==> src/verilog/logic_cmp_pkg.sv <==
/*
 * Shared widths and depths of the logic and compare issue path,
 * plus the opcode and execute function enums
 */
`default_nettype none

package logic_cmp_pkg;

	localparam int XLEN = 64;	// Data width
	localparam int PREG_NUM = 32;	// Physical registers
	localparam int PREG_W = 5;
	localparam int BUF_DEPTH = 4;	// Issue buffer entries
	localparam int BUF_IDX_W = 2;

	// Opcodes handled by this path, immediate forms first within each group
	typedef enum logic [3:0] {
		OP_SLTI = 4'd0,
		OP_SLTIU = 4'd1,
		OP_SLT = 4'd2,
		OP_SLTU = 4'd3,
		OP_XORI = 4'd4,
		OP_ORI = 4'd5,
		OP_ANDI = 4'd6,
		OP_XOR = 4'd7,
		OP_OR = 4'd8,
		OP_AND = 4'd9
	} lc_op_e;

	// What the execute stage computes; signedness travels separately
	typedef enum logic [1:0] {
		FUN_SLT = 2'd0,
		FUN_XOR = 2'd1,
		FUN_OR = 2'd2,
		FUN_AND = 2'd3
	} exe_fun_e;

endpackage

`default_nettype wire
==> src/verilog/logic_cmp_exec.sv <==
/*
 * Execute stage for set-less-than and bitwise logic, registered result
 */
`timescale 1ns/1ns
`default_nettype none

module logic_cmp_exec (
	input wire CLK,
	input wire rst_n,

	input wire exe_valid,
	input wire logic_cmp_pkg::exe_fun_e exe_fun,
	input wire exe_unsigned,
	input wire [logic_cmp_pkg::PREG_W-1:0] exe_rd,
	input wire [logic_cmp_pkg::XLEN-1:0] exe_op1,
	input wire [logic_cmp_pkg::XLEN-1:0] exe_op2,

	output logic result_valid,
	output logic [logic_cmp_pkg::PREG_W-1:0] result_rd,
	output logic [logic_cmp_pkg::XLEN-1:0] result_data
);

	logic less;
	logic [logic_cmp_pkg::XLEN-1:0] result_nxt;

	always_comb begin
		if (exe_unsigned)
			less = exe_op1 < exe_op2;
		else
			less = $signed(exe_op1) < $signed(exe_op2);

		case (exe_fun)
			logic_cmp_pkg::FUN_SLT: result_nxt = {{(logic_cmp_pkg::XLEN - 1){1'b0}}, less};
			logic_cmp_pkg::FUN_XOR: result_nxt = exe_op1 ^ exe_op2;
			logic_cmp_pkg::FUN_OR: result_nxt = exe_op1 | exe_op2;
			default: result_nxt = exe_op1 & exe_op2;
		endcase
	end

	always_ff @(posedge CLK or negedge rst_n) begin
		if (!rst_n)
			result_valid <= 1'b0;
		else
			result_valid <= exe_valid;
	end

	always_ff @(posedge CLK) begin
		if (exe_valid) begin
			result_rd <= exe_rd;
			result_data <= result_nxt;
		end
	end

endmodule

`default_nettype wire

==> config.mk <==
export PLATFORM = sky130hd
export DESIGN_NAME = logic_cmp_exec
export DESIGN_NICKNAME = d
export VERILOG_FILES = /design/src/verilog/logic_cmp_pkg.sv /design/src/verilog/logic_cmp_exec.sv
export SDC_FILE = /design/constraint.sdc
export NUM_CORES = 1
export LEC_CHECK = 0
export BUFFER_PORTS_ARGS = -buffer_cell sky130_fd_sc_hd__buf_2
export CAP_MARGIN = 40
export CORE_MARGIN = 2
export CORE_UTILIZATION = 52
export DETAILED_ROUTE_END_ITERATION = 10
export PLACE_DENSITY = 0.76
export SETUP_SLACK_MARGIN = 0.02
export SLEW_MARGIN = 20
export SYNTH_ARGS = -nofsm -noshare
export SYNTH_HDL_FRONTEND = slang
export SYNTH_SLANG_ARGS = --single-unit
==> constraint.sdc <==
create_clock -name CLK -period 0.8 [get_ports CLK]
set_input_delay 0.16 -clock CLK [delete_from_list [all_inputs] [get_ports CLK]]
set_output_delay 0.16 -clock CLK [all_outputs]
set_load 0.05 [all_outputs]
==> impl_metrics.toml, run 1 <==
[run_status]
lastStage = "clock tree synthesis"
outcome = "stopped before the end"
toolErrorMsg = "[ERROR DPL-0038] Utilization greater than 100%, impossible to legalize"

[clock_tree]
cts-htree-levels = 3
cts_sinks = 70
cts_made_buffers = 9
cts_resized = 649
cts_buffer_depth = 2
hold_buffers = 5
postCtsSetupBuffers = 27
cts-root-buf = "clkbuf_16"

[placement]
place.port_buffers = 208
dp_hpwl_mm = 14.9
gp_congestion = 0.829

[floorplanning]
rows = 42
fp.dieW_um = 120
die_h_um = 120
pin_count = 209
initial_core_util_pct = 53.1

[yosys]
netlist-cell-type-count = 34
synth_edf_count = 69
syn_area_per_cell_um2 = 9.42
synth_seq_cells = 70
yosysSeqAreaShare_pct = 30.0
syn_nets = 1074
synthFlopType = "edfxtp_1"
async_reset_ff_share_pct = 1.43
post_synth_instance_area_mm2 = 0.00700
ys.warnings.count = 0
synthesis.instances = 743
[synth_stat cells, types with 3 or more instances]
library cell | number | share of area [%]
inv_1 | 143 | 7.7
nor2b_1 | 10 | 0.89
nand3_1 | 3 | 0.21
o21bai_1 | 5 | 0.54
a21oi_1 | 23 | 1.6
o21ai_0 | 80 | 5.7
nor4_1 | 11 | 0.98
o21ai_1 | 6 | 0.43
edfxtp_1 | 69 | 30
nor3_1 | 4 | 0.29
nand2_1 | 83 | 4.5
mux2_2 | 49 | 7.9
ha_1 | 192 | 34
clkbuf_1 | 23 | 1.2
nor2_1 | 17 | 0.91
[cell families after synthesis]
| group | after synthesis | share of synthesized area (%) |
|---|---|---|
| DFF | 70 | 30.0 |
| AOI/OAI and AO/OA | 125 | 9.69 |
| muxes | 50 | 8.03 |
| adders and majority gates | 192 | 34.3 |
| and+or+nand+nor | 140 | 9.10 |
| buffers and inverters | 166 | 8.90 |
[stage by stage]
step	TNS, ns	cell area (um2)	setup slack [ns]	hold WS [ns]	instances
global placement	-32.87	10200	-1.57	-0.0623	1315
floorplan	-20.83	7570	-1.31	-0.136	743
detailed placement	-34.83	10200	-1.63	-0.0611	1315
==> run 2: changes to the inputs <==
--- a/config.mk
+++ b/config.mk
@@ -8,10 +8,9 @@
 export BUFFER_PORTS_ARGS = -buffer_cell sky130_fd_sc_hd__buf_2
 export CAP_MARGIN = 40
 export CORE_MARGIN = 2
-export CORE_UTILIZATION = 52
+export CORE_UTILIZATION = 37
 export DETAILED_ROUTE_END_ITERATION = 10
-export PLACE_DENSITY = 0.76
-export SETUP_SLACK_MARGIN = 0.02
+export PLACE_DENSITY_LB_ADDON = 0.15
 export SLEW_MARGIN = 20
 export SYNTH_ARGS = -nofsm -noshare
 export SYNTH_HDL_FRONTEND = slang
==> impl_metrics.toml, run 2 <==
[worst_setup_path]
crit_end = "result_data[0]"
path_max_fanout = 2
crit_slowest_cell = "or4_4"
crit_type = "in -> reg"
cp_slowest_stage_delay_ns = 0.54
cp-start-kind = "input port"
cp-end-kind = "flip-flop"
cp-startpoint = "exe_op1[12]"
worstPathRequired_ns = 0.89
crit_chain = "buf_8 > inv_4 > ha_4 > or4_4 > or4b_4 > a211oi_2 > nor4_1 > o21ai_1 > o32ai_1"
worstPathArrival_ns = 2.03

[placement]
place.port_buffers = 208
pre_cts_ws_ns = -1.66
dp_hpwl_mm = 15.1
gp_congestion = 0.840
dp.cells = 1376

[finish]
top_register = "result_data"
diodes = 0
largest_reg_flops = 64
fillers = 1128
fin_cells = 1434
drive_gt1_share_pct = 67.6
nNetsFinal = 1526
largestRegisters = "result_data: 64 flops, result_rd: 5 flops, result_valid: 1 flops"
area_delta_synth_final_pct = 105
layout_commonest_cell = "buf_6"
mostFrequentLayoutCells = "buf_6 (185), buf_4 (168), ha_1 (107)"

[timing]
fin_ws_ns = -1.14
fmax_mhz = 517
max_slew_margin_pct = 66.5
layout_min_cycle_time_ns = 1.94
worstMarginPinSlew_ns = 0.498
period_share_pct = 242
rsz0062_at_grt = "true"
drv_slew = 0
setup_violations = 115
hold_viol_final = 0

[floorplanning]
pin_count = 209
core_area_mm2 = 0.0186
die_area_mm2 = 0.0200
fp.dieW_um = 142
initial_core_util_pct = 37.5
rows = 50
die_h_um = 142

[yosys]
ys.warnings.count = 0
synth.area.top_cells = "ha_1 (34%), edfxtp_1 (30%), mux2_2 (7.9%)"
syn_area_per_cell_um2 = 9.42
syn_nets = 1074
async_reset_ff_share_pct = 1.43
yosysMostFrequentCell = "ha_1"
synthFlopType = "edfxtp_1"
synth_edf_count = 69
synth_top_area_share_pct = 34.3
synth_top_area_cell = "ha_1"
synth_seq_cells = 70
post_synth_instance_area_mm2 = 0.00700
netlist-cell-type-count = 34
yosysSeqAreaShare_pct = 30.0
synthTopCellsByCount = "ha_1 (192), inv_1 (143), nand2_1 (83), o21ai_0 (80), edfxtp_1 (69)"
synthesis.instances = 743

[flow_run]
maxCapViolations = 0

[worst_hold_path]
worstHoldPathType = "in -> async"

[clock_tree]
cts-root-buf = "clkbuf_16"
cts_buffer_depth = 2
cts_sinks = 70
cts_made_buffers = 9
cts-htree-levels = 3
cts_tree = "yes"
cts.clk_slew.worst_paths_ns = 0.07

[detailed_routing]
dr.pass1.iters = 6
vias_per_cell = 4.82
vias = 6911
drtIter0Drc = 257
antenna_left = 0
drc = 0
wl_per_cell_um = 17.1
wl_mm = 24.5

[grt]
track_usage_pct = 22.2
grt_max_degree = 28
grt_first_pass_wirelength_mm = 35.0
grt_pass1_vias = 7249
antenna_found_initial = 0
grt-ovfl-total = 0

[power]
ir_worst_vdd_mv = 0.859
leakagePower_nw = 6.64
total_power_mw = 17.9
p_per_area_mw_per_mm2 = 1250

[run_status]
violations = "negative setup slack"
outcome = "finished with violations"
## run 2: cell counts after synthesis
Identical to the previous run, type by type.
## run 2: cell type report
cell class                 instances  area (um2)  share of cell area, %
clock buffer                       9         225                   1.57
sequential                        70        2100                   14.6
multi-input combinational        507        5760                   40.2
clock inverter                     7         146                   1.02
tap                              234         293                   2.04
inverter                         143         865                   6.03
timing repair buffer             464        4960                   34.6
## run 2: worst max-delay path: cells and delay by family
kind                     cells  cell delay, ns
AND/OR/NAND/NOR              3            1.12
AO/OA/AOI/OAI                3            0.40
adder cells (fa/ha/maj)      1            0.20
buffers and inverters        2            0.15
## run 2: what timing repair did
item,in CTS,in global routing
pin swaps,45,51
setup endpoints to repair,134,134
hold buffers,6,0
hold endpoints to repair,6,0
buffers inserted,29,19
cloned,4,1
gates resized for setup,513,313
## run 2: logic make-up after synthesis
family,share of synthesized area (%)
AO/OA/AOI/OAI,9.69
adder cells (fa/ha/maj),34.3
buffers and inverters,8.90
flip-flops,30.0
multiplexers,8.03
AND/OR/NAND/NOR,9.10
## run 2: report_power, final
| group | leakage [nW] | switching, mW | internal, mW |
|---|---|---|---|
| Clock | 0.180 | 1.79 | 3.38 |
| Sequential | 0.681 | 0.196 | 4.49 |
| Combinational | 5.78 | 3.87 | 4.15 |
## run 2: through the flow
step,hold slack [ns],setup TNS (ns),utilization [%],cell area [um2]
floorplan,-0.136,-20.83,-,7570
CTS,0.102,-23.11,70.5,13100
global route,0.129,-25.36,76.9,14300
global placement,-0.0661,-33.82,55.7,10400
detailed placement,-0.0634,-34.71,55.7,10400
finish,0.124,-22.74,76.9,14300
## run 2: per-layer routing
| layer | GRT usage, % | share of wire [%] |
|---|---|---|
| met1 | 25.9 | 39 |
| met2 | 41.3 | 55 |
| met3 | 2.94 | 3.8 |
| met4 | 8.16 | 2.3 |
| met5 | 0 | 0 |
## run 2: worst min path at each step
| stage | endpoint | slack (ns) | cells past startpoint |
|---|---|---|---|
| detailed placement | result_valid | -0.06 | 1 |
| global route | result_valid | 0.13 | 2 |
| floorplan | result_valid | -0.14 | 0 |
| finish | result_valid | 0.12 | 2 |
| CTS | result_valid | 0.10 | 2 |
| global placement | result_valid | -0.07 | 1 |
Note: power is estimated with default switching activity, not from simulation.
