### config.mk
export PLATFORM = sky130hd
export DESIGN_NAME = issue_buffer
export DESIGN_NICKNAME = d
export VERILOG_FILES = /design/src/verilog/logic_cmp_pkg.sv /design/src/verilog/issue_buffer.sv
export SDC_FILE = /design/constraint.sdc
export NUM_CORES = 1
export LEC_CHECK = 0
export BUFFER_PORTS_ARGS = -buffer_cell sky130_fd_sc_hd__buf_2
export CORE_AREA = 4 4 164 166
export CTS_CLUSTER_DIAMETER = 80
export CTS_CLUSTER_SIZE = 30
export DETAILED_ROUTE_END_ITERATION = 8
export DIE_AREA = 0 0 168 170
export PLACE_DENSITY = 0.79
export SLEW_MARGIN = 40
export SYNTH_ARGS = -nofsm -noshare
export SYNTH_HDL_FRONTEND = slang
export SYNTH_SLANG_ARGS = --single-unit
### constraint.sdc
create_clock -name CLK -period 4.1 [get_ports CLK]
set_input_delay 0.205 -clock CLK [delete_from_list [all_inputs] [get_ports CLK]]
set_output_delay 0.205 -clock CLK [all_outputs]
set_load 0.03 [all_outputs]
### src/verilog/logic_cmp_pkg.sv
/*
 * Shared widths and depths of the logic and compare issue path,
 * plus the opcode and execute function enums
 */
`default_nettype none

package logic_cmp_pkg;

	localparam int XLEN = 64;	// Data width
	localparam int PREG_NUM = 32;	// Physical registers
	localparam int PREG_W = 5;
	localparam int BUF_DEPTH = 4;	// Issue buffer entries
	localparam int BUF_IDX_W = 2;

	// Opcodes handled by this path, immediate forms first within each group
	typedef enum logic [3:0] {
		OP_SLTI = 4'd0,
		OP_SLTIU = 4'd1,
		OP_SLT = 4'd2,
		OP_SLTU = 4'd3,
		OP_XORI = 4'd4,
		OP_ORI = 4'd5,
		OP_ANDI = 4'd6,
		OP_XOR = 4'd7,
		OP_OR = 4'd8,
		OP_AND = 4'd9
	} lc_op_e;

	// What the execute stage computes; signedness travels separately
	typedef enum logic [1:0] {
		FUN_SLT = 2'd0,
		FUN_XOR = 2'd1,
		FUN_OR = 2'd2,
		FUN_AND = 2'd3
	} exe_fun_e;

endpackage

`default_nettype wire
### src/verilog/issue_buffer.sv
/*
 * Issue buffer: entry storage, lowest free entry allocation, credit return
 */
`timescale 1ns/1ns
`default_nettype none

module issue_buffer (
	input wire CLK,
	input wire rst_n,

	input wire dispatch_valid,
	input wire logic_cmp_pkg::lc_op_e dispatch_op,
	input wire [logic_cmp_pkg::PREG_W-1:0] dispatch_rd,
	input wire [logic_cmp_pkg::PREG_W-1:0] dispatch_rs1,
	input wire [logic_cmp_pkg::PREG_W-1:0] dispatch_rs2,
	input wire [logic_cmp_pkg::XLEN-1:0] dispatch_imm,

	input wire pop,
	input wire [logic_cmp_pkg::BUF_IDX_W-1:0] pop_index,

	output logic [logic_cmp_pkg::BUF_DEPTH-1:0] entry_valid,
	output logic_cmp_pkg::lc_op_e [logic_cmp_pkg::BUF_DEPTH-1:0] entry_op,
	output logic [logic_cmp_pkg::BUF_DEPTH-1:0][logic_cmp_pkg::PREG_W-1:0] entry_rd,
	output logic [logic_cmp_pkg::BUF_DEPTH-1:0][logic_cmp_pkg::PREG_W-1:0] entry_rs1,
	output logic [logic_cmp_pkg::BUF_DEPTH-1:0][logic_cmp_pkg::PREG_W-1:0] entry_rs2,
	output logic [logic_cmp_pkg::BUF_DEPTH-1:0][logic_cmp_pkg::XLEN-1:0] entry_imm,

	output logic credit_return
);

	logic [logic_cmp_pkg::BUF_IDX_W-1:0] alloc_index;

	// Lowest free entry. The dispatcher's credits guarantee one exists
	// whenever dispatch_valid is high
	always_comb begin
		alloc_index = '0;
		for (int i = logic_cmp_pkg::BUF_DEPTH - 1; i >= 0; i--) begin
			if (!entry_valid[i])
				alloc_index = i[logic_cmp_pkg::BUF_IDX_W-1:0];
		end
	end

	always_ff @(posedge CLK or negedge rst_n) begin
		if (!rst_n) begin
			entry_valid <= '0;
			credit_return <= 1'b0;
		end else begin
			// A popped entry is valid and the allocated one is free, so they never collide
			if (pop)
				entry_valid[pop_index] <= 1'b0;
			if (dispatch_valid)
				entry_valid[alloc_index] <= 1'b1;
			credit_return <= pop;	// One credit back per issued entry
		end
	end

	always_ff @(posedge CLK) begin
		if (dispatch_valid) begin
			entry_op[alloc_index] <= dispatch_op;
			entry_rd[alloc_index] <= dispatch_rd;
			entry_rs1[alloc_index] <= dispatch_rs1;
			entry_rs2[alloc_index] <= dispatch_rs2;
			entry_imm[alloc_index] <= dispatch_imm;
		end
	end

endmodule

`default_nettype wire

==> qor.log, run 1 <==
qor: placed_design.detailed_place_hpwl 16600 µm
qor: worst_setup_path.critical_path.reg2reg.startpoint entry_valid[1]
qor: floorplanning.ios 426
qor: yosys.average_footprint_of_a_synthesized_cell 28.6 µm²
qor: global_routing.first_pass_grt_wire_length 34500 µm
qor: power_and_ir_drop.pwr_dens 580 mW/mm²
qor: clock_network.cts_sinks 337
qor: clock_network.clock_tree.buffer_depth 3
qor: routing.routed_wire_length_per_instance 19.6 µm
qor: clock_network.cts.reportedPaths.clkPinSlew 0.10 ns
qor: power_and_ir_drop.power.ir.vdd_worst 0.627 mV
qor: yosys.post_synth_inst_count 357
qor: worst_setup_path.worstPathRequired 4.29 ns
qor: worst_setup_path.critPathMaxStageDelay 0.57 ns
qor: yosys.yosysWarnings 0
qor: routing.drt_first_pass_iters 4
qor: final_layout.layout-area-overhead-vs-synth 38.7%
qor: global_routing.grtUsageTotal 0.157
qor: power_and_ir_drop.leakage 5.45 nW
qor: hold_path.hold_start pop_index[1]
qor: clock_network.tritoncts.num_buffers 15
qor: floorplanning.start_util 0.399
qor: timing.timing_worst_slew_pin_value 0.656 ns
qor: power_and_ir_drop.power_frac_comb 0.242
qor: status.run_status completed
qor: global_routing.grt_max_degree 75
qor: power_and_ir_drop.switching_portion_of_total_power 0.321
qor: final_layout.final_net_count 982
qor: placed_design.place_worst_setup_slack 2.09 ns
qor: yosys.yosys.cell_types.count 15
qor: timing.finalHoldViolCount 0
qor: timing.maxSlewViolCount 0
qor: clock_network.tritoncts done
qor: routing.drtAntennaViolNets 0
qor: floorplanning.die-height 170 µm
qor: yosys.synth_seq_area_share 0.989
qor: worst_setup_path.path_cells nand4_1, nand2_8, buf_4
qor: worst_setup_path.timing.critical_path.from_type flop
qor: clock_network.postCtsSetupBuffers 0
qor: clock_network.post_cts.resized_instances 0
qor: worst_setup_path.worstPathMaxFanout 74
qor: clock_network.cts_root_buffer sky130_fd_sc_hd__clkbuf_16
qor: worst_setup_path.worstSetupPathType flop to flop
qor: floorplanning.die_w 168 µm
qor: power_and_ir_drop.clock_power_share 0.198
qor: floorplanning.core-area 0.0256 mm²
qor: routing.total_number_of_vias 5610
qor: yosys.syn-cell-area 0.0102 mm²
qor: worst_setup_path.critical_path_arrival 2.24 ns
qor: timing.normalized_max_slew_margin 0.562
qor: clock_network.worst_skew_pair_latency 0.49 ns
qor: power_and_ir_drop.power.sequential.fraction 0.559
qor: timing.setup-violations-final 0
qor: yosys.syn_nets 446
qor: power_and_ir_drop.power_switching 2.64 mW
qor: timing.fin_ws 2.05 ns
qor: yosys.share_of_the_synthesized_area_in_the_top_cell_type 0.977
qor: floorplanning.num_rows 59
qor: clock_network.cts-hold-fix-buffers 86
qor: power_and_ir_drop.p_int 5.57 mW
qor: global_routing.first_global_vias 5755
qor: yosys.ys_ff_latch 337
qor: worst_setup_path.worst_setup_path_startpoint entry_valid[1]
qor: timing.clock_skew 0.0258 ns
qor: global_routing.antenna_found_initial 0
qor: timing.fin_crit 2.05 ns
qor: timing.totalNegativeSetupSlack 0 ns
qor: timing.fin_crit_sh 0.501
qor: placed_design.globalplace.congestion 0.798
qor: yosys.post-synth-top-area-cell sky130_fd_sc_hd__edfxtp_1
qor: global_routing.total_overflow_reported_by_the_global_router 0
qor: run.maxCapViolations 0
qor: timing.max_clock_freq 487 MHz
qor: floorplanning.die_area 0.0286 mm²
qor: worst_setup_path.worst_setup_path_end_kind flop
qor: worst_setup_path.worst_path_max_delay_cell sky130_fd_sc_hd__nand2_8
qor: placed_design.placement.io_buffers 425
qor: timing.rsz0062_at_grt no
qor: routing.route.detailed.vias_per_inst 4.54
qor: yosys.synth_area_leaders sky130_fd_sc_hd__edfxtp_1, sky130_fd_sc_hd__dfrtp_1, sky130_fd_sc_hd__nand4_1
qor: final_layout.drive_above_1_share 0.504
qor: routing.routed_wl 24200 µm
qor: hold_path.class_of_the_most_critical_hold_timing_path input pin to flop
qor: routing.first_iter_violations 397
qor: clock_network.cts_htree_levels 1
qor: routing.drcViolationCount 0
power groups by stage:
stage | Sequential, mW | Clock, mW | Combinational (mW)
after CTS | 4.59 | 1.68 | 2.02
final | 4.59 | 1.63 | 1.99
after floorplan | 5.66 | 0 | 0.243
after global placement | 4.65 | 0 | 1.90
after detailed placement | 4.66 | 0 | 1.95
after global routing | 4.64 | 1.80 | 2.08
kinds of logic (layout without fill, tap and decap cells):
family | after synthesis | in the layout | synth area share
AND/OR/NAND/NOR | 12 | 12 | 0.00650
other | 0 | 2 | 0
buffers and inverters | 3 | 544 | 0.00110
flip-flops | 337 | 337 | 0.989
AO/OA/AOI/OAI | 4 | 4 | 0.00257
multiplexers | 1 | 1 | 0.000981
path summary, 6_finish.rpt:
path | to | slack, ns | cells past startpoint
max reg2reg | entry_rd[1] | 2.05 | 3
min reg2reg | entry_valid[3] | 0.59 | 1
max | entry_rd[1] | 2.05 | 3
min | entry_valid[1] | 0.04 | 3
min in group asynchronous | credit_return | 0.07 | 2
max in group asynchronous | entry_valid[0] | 3.90 | 2
worst max-delay path, delay by kind of cell (launching register included):
kind / cells / cell delay (ns)
flops: 1 / 0.52
buf+inv: 1 / 0.31
simple gates: 2 / 0.88
stage by stage:
step	util	total power, mW	hold WS [ns]	cell area [µm²]	std cells
5_1_grt	0.552	8.52	0.0378	14200	1233
6_report	0.553	8.21	0.0432	14200	1235
4_1_cts	0.552	8.29	0.0221	14200	1233
3_5_place_dp	0.503	6.61	0.0258	12900	1125
3_3_place_gp	0.501	6.56	0.0219	12800	1124
2_1_floorplan	-	5.91	-0.0906	10200	357
synthesized netlist by cell type:
cell type	number
sky130_fd_sc_hd__a21oi_1	2
sky130_fd_sc_hd__a41oi_1	1
sky130_fd_sc_hd__and3_1	1
sky130_fd_sc_hd__and4b_1	1
sky130_fd_sc_hd__dfrtp_1	5
sky130_fd_sc_hd__edfxtp_1	332
sky130_fd_sc_hd__inv_1	3
sky130_fd_sc_hd__mux2i_1	1
sky130_fd_sc_hd__nand2_1	2
sky130_fd_sc_hd__nand2b_1	1
sky130_fd_sc_hd__nand3_1	1
sky130_fd_sc_hd__nand4_1	2
sky130_fd_sc_hd__nor2_1	3
sky130_fd_sc_hd__nor3b_1	1
sky130_fd_sc_hd__o211ai_1	1
cell usage in the layout, fill, tap and decap left out, types with 2 or more instances in the layout:
master,n
sky130_fd_sc_hd__clkbuf_16,15
sky130_fd_sc_hd__nor2_4,3
sky130_fd_sc_hd__clkbuf_1,5
sky130_fd_sc_hd__diode_2,2
sky130_fd_sc_hd__a21oi_1,2
sky130_fd_sc_hd__dlygate4sd3_1,86
sky130_fd_sc_hd__dfrtp_1,5
sky130_fd_sc_hd__nand4_1,2
sky130_fd_sc_hd__edfxtp_1,332
sky130_fd_sc_hd__buf_2,425
sky130_fd_sc_hd__buf_4,7
sky130_fd_sc_hd__inv_1,3
flip-flops by register name (all words and copies together) (netlist names):
signal         cells
entry_imm        256
entry_rs1         20
entry_valid        4
credit_return      1
entry_rs2         20
entry_rd          20
entry_op          16
cell type report:
type	instances	area, µm²
clock inverter	2	23.8
clock buffer	20	394
timing repair buffer	519	3070
inverter	3	11.3
tap	335	419
antenna	2	5.00
sequential	337	10100
multi-input combinational	17	141
fill	1915	11500
per-layer routing:
layer	part of all wire	routed length, µm	track usage	vias up
li1	-	-	-	2510
met1	0.37	8870	0.183	2737
met5	0	0	0	-
met2	0.51	12400	0.282	304
met4	0.032	777	0.0543	0
met3	0.089	2170	0.0425	59
Power figures use the tool's default switching activity.
==> run 2, diff against run 1 <==
clock period = 1.8 ns   (was 4.1 ns; I/O delays follow)
==> run 2 against run 1 <==
Clock power grew 130%; largest cell class unchanged; maximum frequency grew 35%; first-iteration DRC count grew 25%; utilization grew 0.64 points; via count shrank 0.25%; wire length is essentially flat.
==> qor.log, run 2 (synthesis gave the netlist of run 1 again) <==
qor: worst_setup_path.critical_path_arrival 1.70 ns
qor: timing.rsz0062_at_grt no
qor: clock_network.postCtsSetupBuffers 0
qor: timing.finalHoldViolCount 0
qor: clock_network.cts.reportedPaths.clkPinSlew 0.11 ns
qor: routing.drtAntennaViolNets 0
qor: worst_setup_path.timing.reg2reg.worst_path_depth 3
qor: clock_network.tritoncts.num_buffers 15
qor: worst_setup_path.critical_path.reg2reg.startpoint entry_valid[2]
qor: hold_path.hold_start pop
qor: floorplanning.die_w 168 µm
qor: clock_network.cts_root_buffer sky130_fd_sc_hd__clkbuf_16
qor: worst_setup_path.critPathMaxStageDelay 0.45 ns
qor: timing.fin_crit_sh 0.843
qor: final_layout.drive_above_1_share 0.507
qor: worst_setup_path.worst_setup_path_startpoint entry_valid[2]
qor: power_and_ir_drop.power.ir.vdd_worst 1.06 mV
qor: global_routing.first_pass_grt_wire_length 35300 µm
qor: timing.normalized_max_slew_margin 0.799
qor: final_layout.final_net_count 989
qor: final_layout.layout.filler_cells 1881
qor: status.run_status completed
qor: worst_setup_path.worst_setup_path_end_kind flop
qor: floorplanning.core-area 0.0256 mm²
qor: routing.routed_wire_length_per_instance 19.5 µm
qor: timing.timing_worst_slew_pin_value 0.301 ns
qor: run.maxCapViolations 0
qor: final_layout.mostFrequentLayoutCell sky130_fd_sc_hd__buf_2
qor: timing.hold_slack 0.305 ns
qor: placed_design.dpl.cell_count 1127
qor: routing.first_iter_violations 495
qor: global_routing.first_global_vias 5888
qor: worst_setup_path.worstPathMaxFanout 29
qor: floorplanning.die_area 0.0286 mm²
qor: clock_network.tritoncts done
qor: timing.clock_skew 0.0228 ns
qor: worst_setup_path.worst_path_max_delay_cell sky130_fd_sc_hd__dfrtp_2
qor: timing.maxSlewViolCount 0
qor: hold_path.min_path_cells 2
qor: floorplanning.num_rows 59
qor: timing.setup-violations-final 0
qor: routing.drcViolationCount 0
qor: final_layout.largest_reg_flops 256
qor: placed_design.placement.io_buffers 425
qor: clock_network.cts_htree_levels 1
qor: routing.routed_wl 24200 µm
qor: floorplanning.ios 426
qor: routing.drt_first_pass_iters 4
qor: global_routing.grt_max_degree 46
qor: power_and_ir_drop.pwr_dens 1320 mW/mm²
qor: final_layout.registers.top_by_ff_count entry_imm
qor: global_routing.antenna_found_initial 1
qor: final_layout.layout-area-overhead-vs-synth 40.3%
qor: floorplanning.die-height 170 µm
qor: routing.total_number_of_vias 5596
qor: worst_setup_path.critical_path.n_buffers_inverters 1
qor: final_layout.final_cell_count_no_fill 1244
qor: hold_path.class_of_the_most_critical_hold_timing_path input pin to flop
qor: worst_setup_path.path_cells nand4_1, nand2_8, buf_12
qor: clock_network.clock_tree.buffer_depth 3
qor: worst_setup_path.timing.critical_path.depth 3
qor: timing.max_clock_freq 659 MHz
qor: final_layout.layout_common_cells sky130_fd_sc_hd__buf_2, sky130_fd_sc_hd__edfxtp_1, sky130_fd_sc_hd__dlygate4sd3_1, sky130_fd_sc_hd__clkbuf_16, sky130_fd_sc_hd__buf_12
qor: clock_network.worst_skew_pair_latency 0.49 ns
qor: timing.fin_crit 1.52 ns
qor: worst_setup_path.timing.critical_path.max_delay_family simple AND/OR/NAND/NOR gates
qor: power_and_ir_drop.leakage 5.51 nW
qor: placed_design.globalplace.congestion 0.825
qor: floorplanning.start_util 0.399
qor: worst_setup_path.worstPathRequired 1.98 ns
qor: global_routing.grtUsageTotal 0.160
qor: worst_setup_path.timing.critical_path.from_type flop
qor: placed_design.detailed_place_hpwl 16300 µm
qor: routing.route.detailed.vias_per_inst 4.50
qor: worst_setup_path.worstSetupPathType flop to flop
qor: global_routing.total_overflow_reported_by_the_global_router 0
qor: worst_setup_path.regToRegSetupSlack 0.28 ns
qor: clock_network.cts_sinks 337
[run 2: cell count changes in the layout (fill, tap and decap cells not counted), sizes merged]
cell and delta:
buf +2, clkbuf +2, clkinv +2, diode -1, dlygate4sd3 +5, inv -1
[run 2: final timing paths]
kind | end
max | entry_imm[38]
min | credit_return
max reg2reg | entry_imm[38]
min reg2reg | entry_valid[2]
max in group asynchronous | entry_valid[0]
min in group asynchronous | entry_valid[3]
[run 2: metrics by stage]
stage	setup TNS (ns)	instance area, µm²	setup slack, ns	utilization	power, mW
4_1_cts	0	14300	0.288	0.559	19.1
5_1_grt	0	14300	0.204	0.559	19.6
2_1_floorplan	-133.16	10300	-0.604	-	13.4
3_3_place_gp	0	13000	0.338	0.506	15.1
6_report	0	14300	0.282	0.559	18.9
3_5_place_dp	0	13000	0.309	0.506	15.2
[run 2: worst reg2reg max path: cells and delay by family, from the launching register on]
kind / cells / cell delay [ns]
buf+inv: 1 / 0.22
flops: 1 / 0.45
simple gates: 2 / 0.51
[run 2: area by class of cell]
cell class	count	area [µm²]	area share
tap	335	419	0.0293
clock inverter	3	33.8	0.00236
antenna	1	2.50	0.000175
inverter	3	11.3	0.000786
multi-input combinational	17	141	0.00987
sequential	337	10100	0.705
timing repair buffer	526	3210	0.224
clock buffer	22	402	0.0280
[run 2: per-layer routing]
layer / share of wire / wire [µm] / global-route usage
met3: 0.089 / 2160 / 0.0453
met5: 0 / 0 / 0
met2: 0.53 / 12900 / 0.296
met1: 0.35 / 8520 / 0.182
met4: 0.025 / 601 / 0.0466
[run 2: report_power, final]
part / internal [mW] / leakage, nW / switching, mW
Combinational: 1.15 / 2.19 / 3.58
Clock: 1.61 / 0.208 / 2.13
Sequential: 10.1 / 3.10 / 0.327
[run 2: repair_timing]
item                                   CTS  global route
gates resized for setup                  0             0
hold buffers                            91             0
endpoints found under the hold margin  342             0
